**src/common/cw_bridge_pkg.sv**
```systemverilog
`default_nettype none
////////////////////////////////////////////////////////////
// Register map, AHB-Lite codes and payload types shared
// by the register bridge
////////////////////////////////////////////////////////////

package cw_bridge_pkg;

   // Host register offsets
   localparam logic [7:0] REG_CLKSETTINGS    = 8'h00;
   localparam logic [7:0] REG_USER_LED       = 8'h01;
   localparam logic [7:0] REG_CRYPT_TYPE     = 8'h02;
   localparam logic [7:0] REG_CRYPT_REV      = 8'h03;
   localparam logic [7:0] REG_IDENTIFY       = 8'h04;
   localparam logic [7:0] REG_CRYPT_WR       = 8'h06;
   localparam logic [7:0] REG_CRYPT_RD       = 8'h07;
   localparam logic [7:0] REG_CRYPT_ADDR     = 8'h08;
   localparam logic [7:0] REG_CRYPT_CTRL     = 8'h09;

   // Returned for any offset outside the map
   localparam logic [7:0] UNMAPPED_READ_DATA = 8'h5A;

   // Control register commands and status
   localparam logic [7:0] CMD_WRITE          = 8'd1;
   localparam logic [7:0] CMD_READ           = 8'd2;
   localparam int         CTRL_ERROR_BIT     = 7;

   // AHB-Lite bus widths and codes
   localparam int         AHB_ADDR_W         = 32;
   localparam int         AHB_DATA_W         = 32;
   localparam logic [1:0] HTRANS_IDLE        = 2'b00;
   localparam logic [1:0] HTRANS_NONSEQ      = 2'b10;
   localparam logic [2:0] HSIZE_WORD         = 3'b010;

   // One single-beat transfer request
   typedef struct packed {
      logic                  write;
      logic [AHB_ADDR_W-1:0] addr;
      logic [AHB_DATA_W-1:0] wdata;
   } ahb_req_t;

   // Result of one transfer
   typedef struct packed {
      logic                  error;
      logic [AHB_DATA_W-1:0] rdata;
   } ahb_rsp_t;

endpackage

`default_nettype wire

```
**src/source/stage_reg.sv**
```systemverilog
`timescale 1ns/1ns
`default_nettype none
////////////////////////////////////////////////////////////
// One-entry valid/ready pipeline slot for any payload type
////////////////////////////////////////////////////////////

module stage_reg #(
   parameter type payload_t = logic
) (
   input  wire           crypto_clk,
   input  wire           reset_i,
   // Upstream side
   input  wire           in_valid_i,
   output logic          in_ready_o,
   input  wire payload_t in_data_i,
   // Downstream side
   output logic          out_valid_o,
   input  wire           out_ready_i,
   output payload_t      out_data_o
);

   logic     valid_q;
   payload_t data_q;

   // Slot is free when empty or when its beat leaves this cycle
   assign in_ready_o = !valid_q || out_ready_i;

   always_ff @(posedge crypto_clk) begin
      if (reset_i) begin
         valid_q <= 1'b0;
      end else if (in_valid_i && in_ready_o) begin
         valid_q <= 1'b1;
      end else if (out_ready_i) begin
         valid_q <= 1'b0;
      end
   end

   always_ff @(posedge crypto_clk) begin
      if (in_valid_i && in_ready_o) begin
         data_q <= in_data_i;
      end
   end

   assign out_valid_o = valid_q;
   assign out_data_o  = data_q;

   // Stalled beat stays put until the consumer takes it
   assert property (@(posedge crypto_clk) disable iff (reset_i)
      out_valid_o && !out_ready_i |=> out_valid_o && $stable(out_data_o))
      else $error("stage_reg beat changed while stalled");

endmodule

`default_nettype wire

```
**src/reg_frontend/reg_frontend.sv**
```systemverilog
`timescale 1ns/1ns
`default_nettype none
////////////////////////////////////////////////////////////
// Byte-wide host register file, launches one AHB transfer
// per command and collects its result
////////////////////////////////////////////////////////////

module reg_frontend import cw_bridge_pkg::*; #(
   parameter logic [7:0] CRYPT_TYPE = 8'h03,
   parameter logic [7:0] CRYPT_REV  = 8'h01,
   parameter logic [7:0] IDENTIFY   = 8'h2E
) (
   input  wire           crypto_clk,
   input  wire           reset_i,
   // Host register bus
   input  wire [7:0]     reg_address_i,
   input  wire [7:0]     reg_bytecnt_i,
   input  wire [7:0]     write_data_i,
   input  wire           reg_read_i,
   input  wire           reg_write_i,
   input  wire           reg_addrvalid_i,
   output logic [7:0]    read_data_o,
   // Board registers
   output logic [4:0]    clksettings_o,
   output logic          user_led_o,
   // Request towards the master
   output logic          req_valid_o,
   input  wire           req_ready_i,
   output ahb_req_t      req_o,
   // Response from the master
   input  wire           rsp_valid_i,
   output logic          rsp_ready_o,
   input  wire ahb_rsp_t rsp_i
);

   logic [AHB_DATA_W-1:0] wr_q;
   logic [AHB_DATA_W-1:0] rd_q;
   logic [AHB_ADDR_W-1:0] addr_q;
   logic [7:0]            ctrl_q;
   logic                  req_valid_q;
   ahb_req_t              req_q;
   logic [7:0]            rdata_mux;
   logic [1:0]            byte_sel;
   logic                  host_wr;
   logic                  host_rd;
   logic                  busy;
   logic                  launch;
   logic                  rsp_fire;

   assign host_wr  = reg_addrvalid_i && reg_write_i;
   assign host_rd  = reg_addrvalid_i && reg_read_i;
   assign byte_sel = reg_bytecnt_i[1:0];

   // Error bit alone does not count as an open command
   assign busy     = |ctrl_q[CTRL_ERROR_BIT-1:0];
   assign launch   = host_wr && (reg_address_i == REG_CRYPT_CTRL) && !busy &&
                     (write_data_i == CMD_WRITE || write_data_i == CMD_READ);

   // Take the response only once the request has left
   assign rsp_ready_o = busy && !req_valid_q;
   assign rsp_fire    = rsp_valid_i && rsp_ready_o;

   ////////////////////////////////////////////////////////////
   // Host reads
   ////////////////////////////////////////////////////////////

   always_comb begin
      rdata_mux = 8'h00;
      if (host_rd) begin
         case (reg_address_i)
            REG_CLKSETTINGS: rdata_mux = {3'b000, clksettings_o};
            REG_USER_LED:    rdata_mux = {7'b0000000, user_led_o};
            REG_CRYPT_TYPE:  rdata_mux = CRYPT_TYPE;
            REG_CRYPT_REV:   rdata_mux = CRYPT_REV;
            REG_IDENTIFY:    rdata_mux = IDENTIFY;
            REG_CRYPT_WR:    rdata_mux = wr_q[byte_sel*8 +: 8];
            REG_CRYPT_RD:    rdata_mux = rd_q[byte_sel*8 +: 8];
            REG_CRYPT_ADDR:  rdata_mux = addr_q[byte_sel*8 +: 8];
            REG_CRYPT_CTRL:  rdata_mux = ctrl_q;
            default:         rdata_mux = UNMAPPED_READ_DATA;
         endcase
      end
   end

   // Read data one cycle after the strobe
   always_ff @(posedge crypto_clk) begin
      if (reset_i) begin
         read_data_o <= 8'h00;
      end else begin
         read_data_o <= rdata_mux;
      end
   end

   ////////////////////////////////////////////////////////////
   // Host writes and command control
   ////////////////////////////////////////////////////////////

   always_ff @(posedge crypto_clk) begin
      if (reset_i) begin
         clksettings_o <= 5'b00000;
         user_led_o    <= 1'b0;
         ctrl_q        <= 8'h00;
         req_valid_q   <= 1'b0;
      end else begin
         if (host_wr && reg_address_i == REG_CLKSETTINGS) begin
            clksettings_o <= write_data_i[4:0];
         end
         if (host_wr && reg_address_i == REG_USER_LED) begin
            user_led_o <= write_data_i[0];
         end
         if (launch) begin
            ctrl_q      <= write_data_i;
            req_valid_q <= 1'b1;
         end else if (req_valid_q && req_ready_i) begin
            req_valid_q <= 1'b0;
         end else if (rsp_fire) begin
            // Leave only the error flag behind
            ctrl_q                 <= 8'h00;
            ctrl_q[CTRL_ERROR_BIT] <= rsp_i.error;
         end
      end
   end

   // Byte lanes, request snapshot and read-back word
   always_ff @(posedge crypto_clk) begin
      if (host_wr && reg_address_i == REG_CRYPT_WR) begin
         wr_q[byte_sel*8 +: 8] <= write_data_i;
      end
      if (host_wr && reg_address_i == REG_CRYPT_ADDR) begin
         addr_q[byte_sel*8 +: 8] <= write_data_i;
      end
      if (launch) begin
         req_q.write <= (write_data_i == CMD_WRITE);
         req_q.addr  <= addr_q;
         req_q.wdata <= wr_q;
      end
      if (rsp_fire && !rsp_i.error && ctrl_q == CMD_READ) begin
         rd_q <= rsp_i.rdata;
      end
   end

   assign req_valid_o = req_valid_q;
   assign req_o       = req_q;

   // No request may exist without an accepted command
   assert property (@(posedge crypto_clk) disable iff (reset_i)
      req_valid_o |-> ctrl_q != 8'h00)
      else $error("request raised with control register clear");

endmodule

`default_nettype wire

```
**src/ahb_master/ahb_master.sv**
```systemverilog
`timescale 1ns/1ns
`default_nettype none
////////////////////////////////////////////////////////////
// AHB-Lite master running one single-beat transfer per request
////////////////////////////////////////////////////////////

module ahb_master import cw_bridge_pkg::*; (
   input  wire                   crypto_clk,
   input  wire                   reset_i,
   // Request in
   input  wire                   req_valid_i,
   output logic                  req_ready_o,
   input  wire ahb_req_t         req_i,
   // Response out
   output logic                  rsp_valid_o,
   input  wire                   rsp_ready_i,
   output ahb_rsp_t              rsp_o,
   // AHB-Lite master side
   output logic [AHB_ADDR_W-1:0] haddr_o,
   output logic [AHB_DATA_W-1:0] hwdata_o,
   output logic                  hsel_o,
   output logic                  hwrite_o,
   output logic [1:0]            htrans_o,
   output logic [2:0]            hsize_o,
   output logic                  hready_o,
   input  wire                   hreadyout_i,
   input  wire                   hresp_i,
   input  wire [AHB_DATA_W-1:0]  hrdata_i
);

   typedef enum logic [1:0] {
      IDLE,
      ADDR,
      DATA,
      DONE
   } state_t;

   state_t   state_q;
   state_t   state_d;
   ahb_req_t req_q;
   ahb_rsp_t rsp_q;

   always_comb begin
      state_d = state_q;
      case (state_q)
         IDLE: if (req_valid_i) state_d = ADDR;
         // Address phase lasts until the target is ready
         ADDR: if (hreadyout_i) state_d = DATA;
         DATA: if (hreadyout_i) state_d = DONE;
         // Hold here while the response stage is full
         DONE: if (rsp_ready_i) state_d = IDLE;
         default: state_d = IDLE;
      endcase
   end

   always_ff @(posedge crypto_clk) begin
      if (reset_i) begin
         state_q <= IDLE;
      end else begin
         state_q <= state_d;
      end
   end

   always_ff @(posedge crypto_clk) begin
      if (state_q == IDLE && req_valid_i) begin
         req_q <= req_i;
      end
      if (state_q == DATA && hreadyout_i) begin
         rsp_q.error <= hresp_i;
         rsp_q.rdata <= req_q.write ? '0 : hrdata_i;
      end
   end

   assign req_ready_o = (state_q == IDLE);
   assign rsp_valid_o = (state_q == DONE);
   assign rsp_o       = rsp_q;

   // Bus drive, zero whenever no phase owns a field
   assign hsel_o   = (state_q == ADDR);
   assign htrans_o = (state_q == ADDR) ? HTRANS_NONSEQ : HTRANS_IDLE;
   assign haddr_o  = (state_q == ADDR) ? req_q.addr : '0;
   assign hwrite_o = (state_q == ADDR) && req_q.write;
   assign hwdata_o = (state_q == DATA) ? req_q.wdata : '0;
   assign hsize_o  = HSIZE_WORD;
   // Single target, so its ready is the bus ready
   assign hready_o = hreadyout_i;

   assert property (@(posedge crypto_clk) disable iff (reset_i)
      htrans_o == HTRANS_NONSEQ |-> hsel_o)
      else $error("NONSEQ transfer without hsel");

   // A stalled address phase keeps its address and type
   assert property (@(posedge crypto_clk) disable iff (reset_i)
      htrans_o == HTRANS_NONSEQ && !hreadyout_i |=>
         htrans_o == HTRANS_NONSEQ && $stable(haddr_o))
      else $error("address phase dropped before hreadyout");

endmodule

`default_nettype wire

```
**src/source/ahb_sram_target.sv**
```systemverilog
`timescale 1ns/1ns
`default_nettype none
////////////////////////////////////////////////////////////
// AHB-Lite word memory with wait states and error response
////////////////////////////////////////////////////////////

module ahb_sram_target import cw_bridge_pkg::*; #(
   parameter int MEM_WORDS   = 64,
   parameter int WAIT_STATES = 2
) (
   input  wire                   crypto_clk,
   input  wire                   reset_i,
   input  wire [AHB_ADDR_W-1:0]  haddr_i,
   input  wire [AHB_DATA_W-1:0]  hwdata_i,
   input  wire                   hsel_i,
   input  wire                   hwrite_i,
   input  wire [1:0]             htrans_i,
   input  wire [2:0]             hsize_i,
   input  wire                   hready_i,
   output logic                  hreadyout_o,
   output logic                  hresp_o,
   output logic [AHB_DATA_W-1:0] hrdata_o
);

   localparam int IDX_W = (MEM_WORDS > 1) ? $clog2(MEM_WORDS) : 1;
   localparam int CNT_W = (WAIT_STATES > 0) ? $clog2(WAIT_STATES + 1) : 1;

   logic [AHB_DATA_W-1:0] mem [MEM_WORDS];
   logic [IDX_W-1:0]      idx_q;
   logic                  write_q;
   logic                  dphase_q;
   logic [CNT_W-1:0]      wait_q;
   logic                  err_q;
   logic                  err2_q;
   logic                  addr_phase;
   logic                  bad_access;
   logic                  last_cycle;

   assign addr_phase = hsel_i && hready_i && (htrans_i == HTRANS_NONSEQ);

   // Out of range, misaligned or not a full word
   assign bad_access = (haddr_i[AHB_ADDR_W-1:2] >= MEM_WORDS) ||
                       (haddr_i[1:0] != 2'b00) || (hsize_i != HSIZE_WORD);

   assign last_cycle = dphase_q && (wait_q == '0) && (!err_q || err2_q);

   always_ff @(posedge crypto_clk) begin
      if (reset_i) begin
         dphase_q <= 1'b0;
         wait_q   <= '0;
         err_q    <= 1'b0;
         err2_q   <= 1'b0;
      end else if (addr_phase) begin
         dphase_q <= 1'b1;
         wait_q   <= CNT_W'(WAIT_STATES);
         err_q    <= bad_access;
         err2_q   <= 1'b0;
      end else if (dphase_q) begin
         if (wait_q != '0) begin
            wait_q <= wait_q - 1'b1;
         end else if (err_q && !err2_q) begin
            err2_q <= 1'b1;
         end else begin
            dphase_q <= 1'b0;
         end
      end
   end

   always_ff @(posedge crypto_clk) begin
      if (addr_phase) begin
         idx_q   <= haddr_i[IDX_W+1:2];
         write_q <= hwrite_i;
      end
      if (last_cycle && write_q && !err_q) begin
         mem[idx_q] <= hwdata_i;
      end
   end

   assign hreadyout_o = !dphase_q || last_cycle;
   assign hresp_o     = dphase_q && err_q && (wait_q == '0);
   assign hrdata_o    = (dphase_q && !err_q && !write_q) ? mem[idx_q] : '0;

   // Error is two cycles, not ready first, then ready
   assert property (@(posedge crypto_clk) disable iff (reset_i)
      hresp_o && !hreadyout_o |=> hresp_o && hreadyout_o)
      else $error("malformed two-cycle error response");

endmodule

`default_nettype wire

```
**src/source/cw_ahb_bridge_top.sv**
```systemverilog
`timescale 1ns/1ns
`default_nettype none
////////////////////////////////////////////////////////////
// Register bridge top with stage registers and memory target
////////////////////////////////////////////////////////////

module cw_ahb_bridge_top import cw_bridge_pkg::*; #(
   parameter logic [7:0] CRYPT_TYPE  = 8'h03,
   parameter logic [7:0] CRYPT_REV   = 8'h01,
   parameter logic [7:0] IDENTIFY    = 8'h2E,
   parameter int         MEM_WORDS   = 64,
   parameter int         WAIT_STATES = 2
) (
   input  wire        crypto_clk,
   input  wire        reset_i,
   input  wire [7:0]  reg_address_i,
   input  wire [7:0]  reg_bytecnt_i,
   input  wire [7:0]  write_data_i,
   input  wire        reg_read_i,
   input  wire        reg_write_i,
   input  wire        reg_addrvalid_i,
   output logic [7:0] read_data_o,
   output logic [4:0] clksettings_o,
   output logic       user_led_o
);

   // Frontend to request stage
   logic     fe_req_valid;
   logic     fe_req_ready;
   ahb_req_t fe_req;
   // Request stage to master
   logic     m_req_valid;
   logic     m_req_ready;
   ahb_req_t m_req;
   // Master to response stage
   logic     m_rsp_valid;
   logic     m_rsp_ready;
   ahb_rsp_t m_rsp;
   // Response stage to frontend
   logic     fe_rsp_valid;
   logic     fe_rsp_ready;
   ahb_rsp_t fe_rsp;

   // AHB-Lite bus
   logic [AHB_ADDR_W-1:0] haddr;
   logic [AHB_DATA_W-1:0] hwdata;
   logic [AHB_DATA_W-1:0] hrdata;
   logic                  hsel;
   logic                  hwrite;
   logic [1:0]            htrans;
   logic [2:0]            hsize;
   logic                  hready;
   logic                  hreadyout;
   logic                  hresp;

   reg_frontend #(
      .CRYPT_TYPE (CRYPT_TYPE),
      .CRYPT_REV  (CRYPT_REV),
      .IDENTIFY   (IDENTIFY)
   ) u_reg_frontend (
      .crypto_clk      (crypto_clk),
      .reset_i         (reset_i),
      .reg_address_i   (reg_address_i),
      .reg_bytecnt_i   (reg_bytecnt_i),
      .write_data_i    (write_data_i),
      .reg_read_i      (reg_read_i),
      .reg_write_i     (reg_write_i),
      .reg_addrvalid_i (reg_addrvalid_i),
      .read_data_o     (read_data_o),
      .clksettings_o   (clksettings_o),
      .user_led_o      (user_led_o),
      .req_valid_o     (fe_req_valid),
      .req_ready_i     (fe_req_ready),
      .req_o           (fe_req),
      .rsp_valid_i     (fe_rsp_valid),
      .rsp_ready_o     (fe_rsp_ready),
      .rsp_i           (fe_rsp)
   );

   stage_reg #(
      .payload_t (ahb_req_t)
   ) u_req_stage (
      .crypto_clk  (crypto_clk),
      .reset_i     (reset_i),
      .in_valid_i  (fe_req_valid),
      .in_ready_o  (fe_req_ready),
      .in_data_i   (fe_req),
      .out_valid_o (m_req_valid),
      .out_ready_i (m_req_ready),
      .out_data_o  (m_req)
   );

   ahb_master u_ahb_master (
      .crypto_clk  (crypto_clk),
      .reset_i     (reset_i),
      .req_valid_i (m_req_valid),
      .req_ready_o (m_req_ready),
      .req_i       (m_req),
      .rsp_valid_o (m_rsp_valid),
      .rsp_ready_i (m_rsp_ready),
      .rsp_o       (m_rsp),
      .haddr_o     (haddr),
      .hwdata_o    (hwdata),
      .hsel_o      (hsel),
      .hwrite_o    (hwrite),
      .htrans_o    (htrans),
      .hsize_o     (hsize),
      .hready_o    (hready),
      .hreadyout_i (hreadyout),
      .hresp_i     (hresp),
      .hrdata_i    (hrdata)
   );

   stage_reg #(
      .payload_t (ahb_rsp_t)
   ) u_rsp_stage (
      .crypto_clk  (crypto_clk),
      .reset_i     (reset_i),
      .in_valid_i  (m_rsp_valid),
      .in_ready_o  (m_rsp_ready),
      .in_data_i   (m_rsp),
      .out_valid_o (fe_rsp_valid),
      .out_ready_i (fe_rsp_ready),
      .out_data_o  (fe_rsp)
   );

   ahb_sram_target #(
      .MEM_WORDS   (MEM_WORDS),
      .WAIT_STATES (WAIT_STATES)
   ) u_ahb_sram_target (
      .crypto_clk  (crypto_clk),
      .reset_i     (reset_i),
      .haddr_i     (haddr),
      .hwdata_i    (hwdata),
      .hsel_i      (hsel),
      .hwrite_i    (hwrite),
      .htrans_i    (htrans),
      .hsize_i     (hsize),
      .hready_i    (hready),
      .hreadyout_o (hreadyout),
      .hresp_o     (hresp),
      .hrdata_o    (hrdata)
   );

endmodule

`default_nettype wire

```
**config.mk**
```make
export PLATFORM = sky130hd
export DESIGN_NAME = cw_ahb_bridge_top
export DESIGN_NICKNAME = d
export VERILOG_FILES = /design/src/common/cw_bridge_pkg.sv /design/src/source/stage_reg.sv /design/src/reg_frontend/reg_frontend.sv /design/src/ahb_master/ahb_master.sv /design/src/source/ahb_sram_target.sv /design/src/source/cw_ahb_bridge_top.sv
export SDC_FILE = /design/constraint.sdc
export NUM_CORES = 2
export LEC_CHECK = 0
export BUFFER_PORTS_ARGS = -buffer_cell sky130_fd_sc_hd__buf_2
export CELL_PAD_IN_SITES_DETAIL_PLACEMENT = 1
export CELL_PAD_IN_SITES_GLOBAL_PLACEMENT = 1
export CORE_MARGIN = 3
export CORE_UTILIZATION = 25
export CTS_CLUSTER_SIZE = 16
export DETAILED_ROUTE_END_ITERATION = 8
export PLACE_DENSITY = 0.4
export SLEW_MARGIN = 15
export SYNTH_ARGS = -nofsm -noshare
export SYNTH_HDL_FRONTEND = slang
export SYNTH_SLANG_ARGS = --single-unit
```
**constraint.sdc**
```tcl
create_clock -name crypto_clk -period 5.3 [get_ports crypto_clk]
set_clock_uncertainty 0.2 [all_clocks]
set_input_delay 1.06 -clock crypto_clk [delete_from_list [all_inputs] [get_ports crypto_clk]]
set_output_delay 1.06 -clock crypto_clk [all_outputs]
set_load 0.05 [all_outputs]
```
==> impl_metrics.env <==
export IMPL_ys_flop_type="edfxtp_1"
export IMPL_firstDrtPassIters=5
export IMPL_nets=5432
export IMPL_yosysTopAreaCellShare_pct=77.98
export IMPL_final_fill_count=37570
export IMPL_reg2regPathDepth=10
export IMPL_regArea_um2=73070
export IMPL_clk_latency_ps=920
export IMPL_dp_slack_ps=694.3
export IMPL_viasPerCell=4.918
export IMPL_critical_path_endpoint_type="flip-flop"
export IMPL_drive_gt1_share_pct=23.27
export IMPL_grt_max_degree=97
export IMPL_synth_area_um2=92880
export IMPL_synthCells=4956
export IMPL_ys_types=77
export IMPL_gp_congestion=0.8371
export IMPL_synthArstFlopShare_pct=0
export IMPL_min_path_type="reg2reg"
export IMPL_synth_edf_count=2412
export IMPL_cts_resized=0
export IMPL_yosys_top_cells_area="edfxtp_1 78%, mux4_2 4.1%, mux2i_1 2.9%, a221oi_1 2.1%, mux2_2 1.7%"
export IMPL_core_area_um2=369400
export IMPL_io_pins=43
export IMPL_wirelength_mm=370.2
export IMPL_post_cts_buffers=0
export IMPL_layout_cells_most_common="edfxtp_1"
export IMPL_fin_tns_setup_ps=0
export IMPL_final_cell_mix="2,412 x edfxtp_1, 345 x buf_4, 296 x clkbuf_16"
export IMPL_finalCriticalPeriod_ps=4622
export IMPL_core_rowCount=223
export IMPL_drc=0
export IMPL_synth_top_cell_by_area="edfxtp_1"
export IMPL_ys_seq_area_share_pct=78.67
export IMPL_critPathKind="reg2reg"
export IMPL_antenna_left=0
export IMPL_cts_buffers=291
export IMPL_portBuffers=36
export IMPL_finalPower_uw=44250
export IMPL_hpwlAfterDp_mm=229.0
export IMPL_drv_slew=0
export IMPL_die_y_um=615.5
export IMPL_leakage_uw=0.03431
export IMPL_wl_per_cell_um=34.93
export IMPL_area_delta_synth_final_pct=20.30
export IMPL_grt_remaining_overflow=0
export IMPL_start_kind="flip-flop"
export IMPL_multi_input_area_um2=18870
export IMPL_startpoint="u_ahb_sram_target.idx_q[2]$_DFFE_PP_"
export IMPL_cp_data_arrival_time_ps=5180
export IMPL_initial_core_util_pct=25.14
export IMPL_cts_tree="built"
export IMPL_synth_seq_cells=2444
export IMPL_cap_violations=0
export IMPL_reg2reg_setup_slack_ps=680
export IMPL_max_freq_mhz=216.4
export IMPL_htreeDepth=5
export IMPL_setup_ws_ps=678.2
export IMPL_crit_fanout=17
export IMPL_ys_warn_count=0
export IMPL_status="complete, no violations"
export IMPL_cts_max_path_buffers=4
export IMPL_cts_hold_buffers_added=0
export IMPL_cts_root_buf="clkbuf_16"
export IMPL_critPathRequiredTime_ps=5860
export IMPL_clk_pin_slew_ps=60
export IMPL_max_slew_margin_pct=12.50
export IMPL_grt_antenna_before_repair=56
export IMPL_endpoint="u_ahb_master.rsp_o[22]$_SDFFCE_PP0P_"
export IMPL_die_w_um=615.5
export IMPL_hold_viol_final=0
export IMPL_ir_drop_v=0.0002251
export IMPL_power_density_nw_per_um2=396.1
export IMPL_period_share_pct=87.20
export IMPL_vias=52120
export IMPL_cts_sinks=2444
export IMPL_grt_use_total_pct=19.02
export IMPL_tightestPinTransition_ps=1313
export IMPL_drtIter0Drc=5488
export IMPL_setup_viol=0
export IMPL_r2r_start="u_ahb_sram_target.idx_q[2]$_DFFE_PP_"
export IMPL_rsz0062_at_grt="false"
export IMPL_first_global_vias=52670
export IMPL_dieArea_um2=378900
export IMPL_grt_pass1_wl_mm=494.7
export IMPL_syn_num_nets=4994
export IMPL_syn_area_per_cell_um2=18.74
export IMPL_r2r_end="u_ahb_master.rsp_o[22]$_SDFFCE_PP0P_"
flip-flops by register name, indices dropped and copies added, names as in the netlist, 2 cells and up:
name                          count
u_reg_frontend.rd_q              32
u_reg_frontend.req_o             65
u_ahb_sram_target.wait_q          2
u_reg_frontend.wr_q              32
u_reg_frontend.ctrl_q             8
u_reg_frontend.clksettings_o      5
u_ahb_master.state_q              2
u_reg_frontend.addr_q            32
u_req_stage.out_data_o           65
u_reg_frontend.read_data_o        8
u_ahb_master.rsp_o               33
u_ahb_sram_target.mem          2048
u_rsp_stage.out_data_o           33
u_ahb_sram_target.idx_q           6
u_ahb_master.req_q               65
worst min path at each step:
stage	startpoint	end	slack [ps]	cells after the start
floorplan	u_req_stage.out_data_o[0]$_DFFE_PP_	u_ahb_master.req_q[0]$_DFFE_PP_	200	0
global placement	u_req_stage.out_data_o[42]$_DFFE_PP_	u_ahb_master.req_q[42]$_DFFE_PP_	200	0
detailed placement	u_req_stage.out_data_o[24]$_DFFE_PP_	u_ahb_master.req_q[24]$_DFFE_PP_	210	0
CTS	u_req_stage.out_data_o[17]$_DFFE_PP_	u_ahb_master.req_q[17]$_DFFE_PP_	190	0
global route	u_req_stage.out_data_o[17]$_DFFE_PP_	u_ahb_master.req_q[17]$_DFFE_PP_	200	0
finish	u_req_stage.out_data_o[17]$_DFFE_PP_	u_ahb_master.req_q[17]$_DFFE_PP_	200	0
worst max-delay path, cell delays in order, from the launching register on:
cell and delay, ps:
edfxtp_1 800, buf_4 330, buf_4 200, nor2_4 870
buf_4 450, a22oi_1 110, o22ai_1 400, buf_4 250
nand2_1 140, a41oi_1 450, buf_4 220
metrics by stage:
step / hold slack, ps / area (um2) / instances / utilization [%]
2_1_floorplan: 200.3 / 92880 / 4956 / -
3_3_place_gp: 202.8 / 102600 / 10050 / 27.78
3_5_place_dp: 205.2 / 102600 / 10050 / 27.78
4_1_cts: 189.0 / 111700 / 10570 / 30.23
5_1_grt: 198.3 / 111700 / 10580 / 30.24
6_report: 199.9 / 111700 / 10600 / 30.25
layout make-up:
cell class	count	area share [%]
sequential	2444	65.40
multi-input combinational	2178	16.89
clock buffer	360	6.844
tap	4950	5.543
timing repair buffer	464	3.966
clock inverter	161	1.238
inverter	15	0.06383
antenna	25	0.05599
metal layers:
metal | global-route usage [%] | share of wire (%) | vias to the layer above
li1 | - | - | 21350
met1 | 26.67 | 45 | 28830
met2 | 30.91 | 47 | 1501
met3 | 2.514 | 4.6 | 428
met4 | 5.056 | 2.8 | 6
met5 | 0 | 0.010 | -
cell families after synthesis:
| logic type | count (synthesis) | synth area share [%] |
|---|---|---|
| mux | 577 | 8.698 |
| flops | 2444 | 78.67 |
| buf+inv | 334 | 1.734 |
| compound gates | 986 | 7.653 |
| simple gates | 605 | 3.112 |
| xor+xnor | 1 | 0.009432 |
| fa+ha+maj | 9 | 0.1212 |
cell usage after synthesis, types with 19 or more instances:
| library cell | number |
|---|---|
| a21oi_1 | 146 |
| o221ai_1 | 27 |
| nor2_1 | 225 |
| a221oi_1 | 224 |
| a211oi_1 | 25 |
| o22ai_1 | 94 |
| and2_1 | 87 |
| clkbuf_1 | 112 |
| a22o_1 | 20 |
| mux4_2 | 170 |
| dfxtp_1 | 32 |
| nand2_1 | 137 |
| mux2i_1 | 266 |
| o2bb2ai_1 | 22 |
| buf_2 | 135 |
| buf_1 | 24 |
| buf_4 | 46 |
| nand3_1 | 49 |
| a221o_1 | 19 |
| edfxtp_1 | 2412 |
| o21ai_0 | 118 |
| a22oi_1 | 145 |
| a31oi_1 | 40 |
| mux2_2 | 140 |
where the power goes:
group | internal (uW) | switching [uW] | leakage [uW]
registers | 21200 | 50.4 | 0.0212
clock network | 11100 | 8200 | 0.00440
logic | 1140 | 2640 | 0.00867
total | 33400 | 10900 | 0.0343
Power figures use the tool's default switching activity.
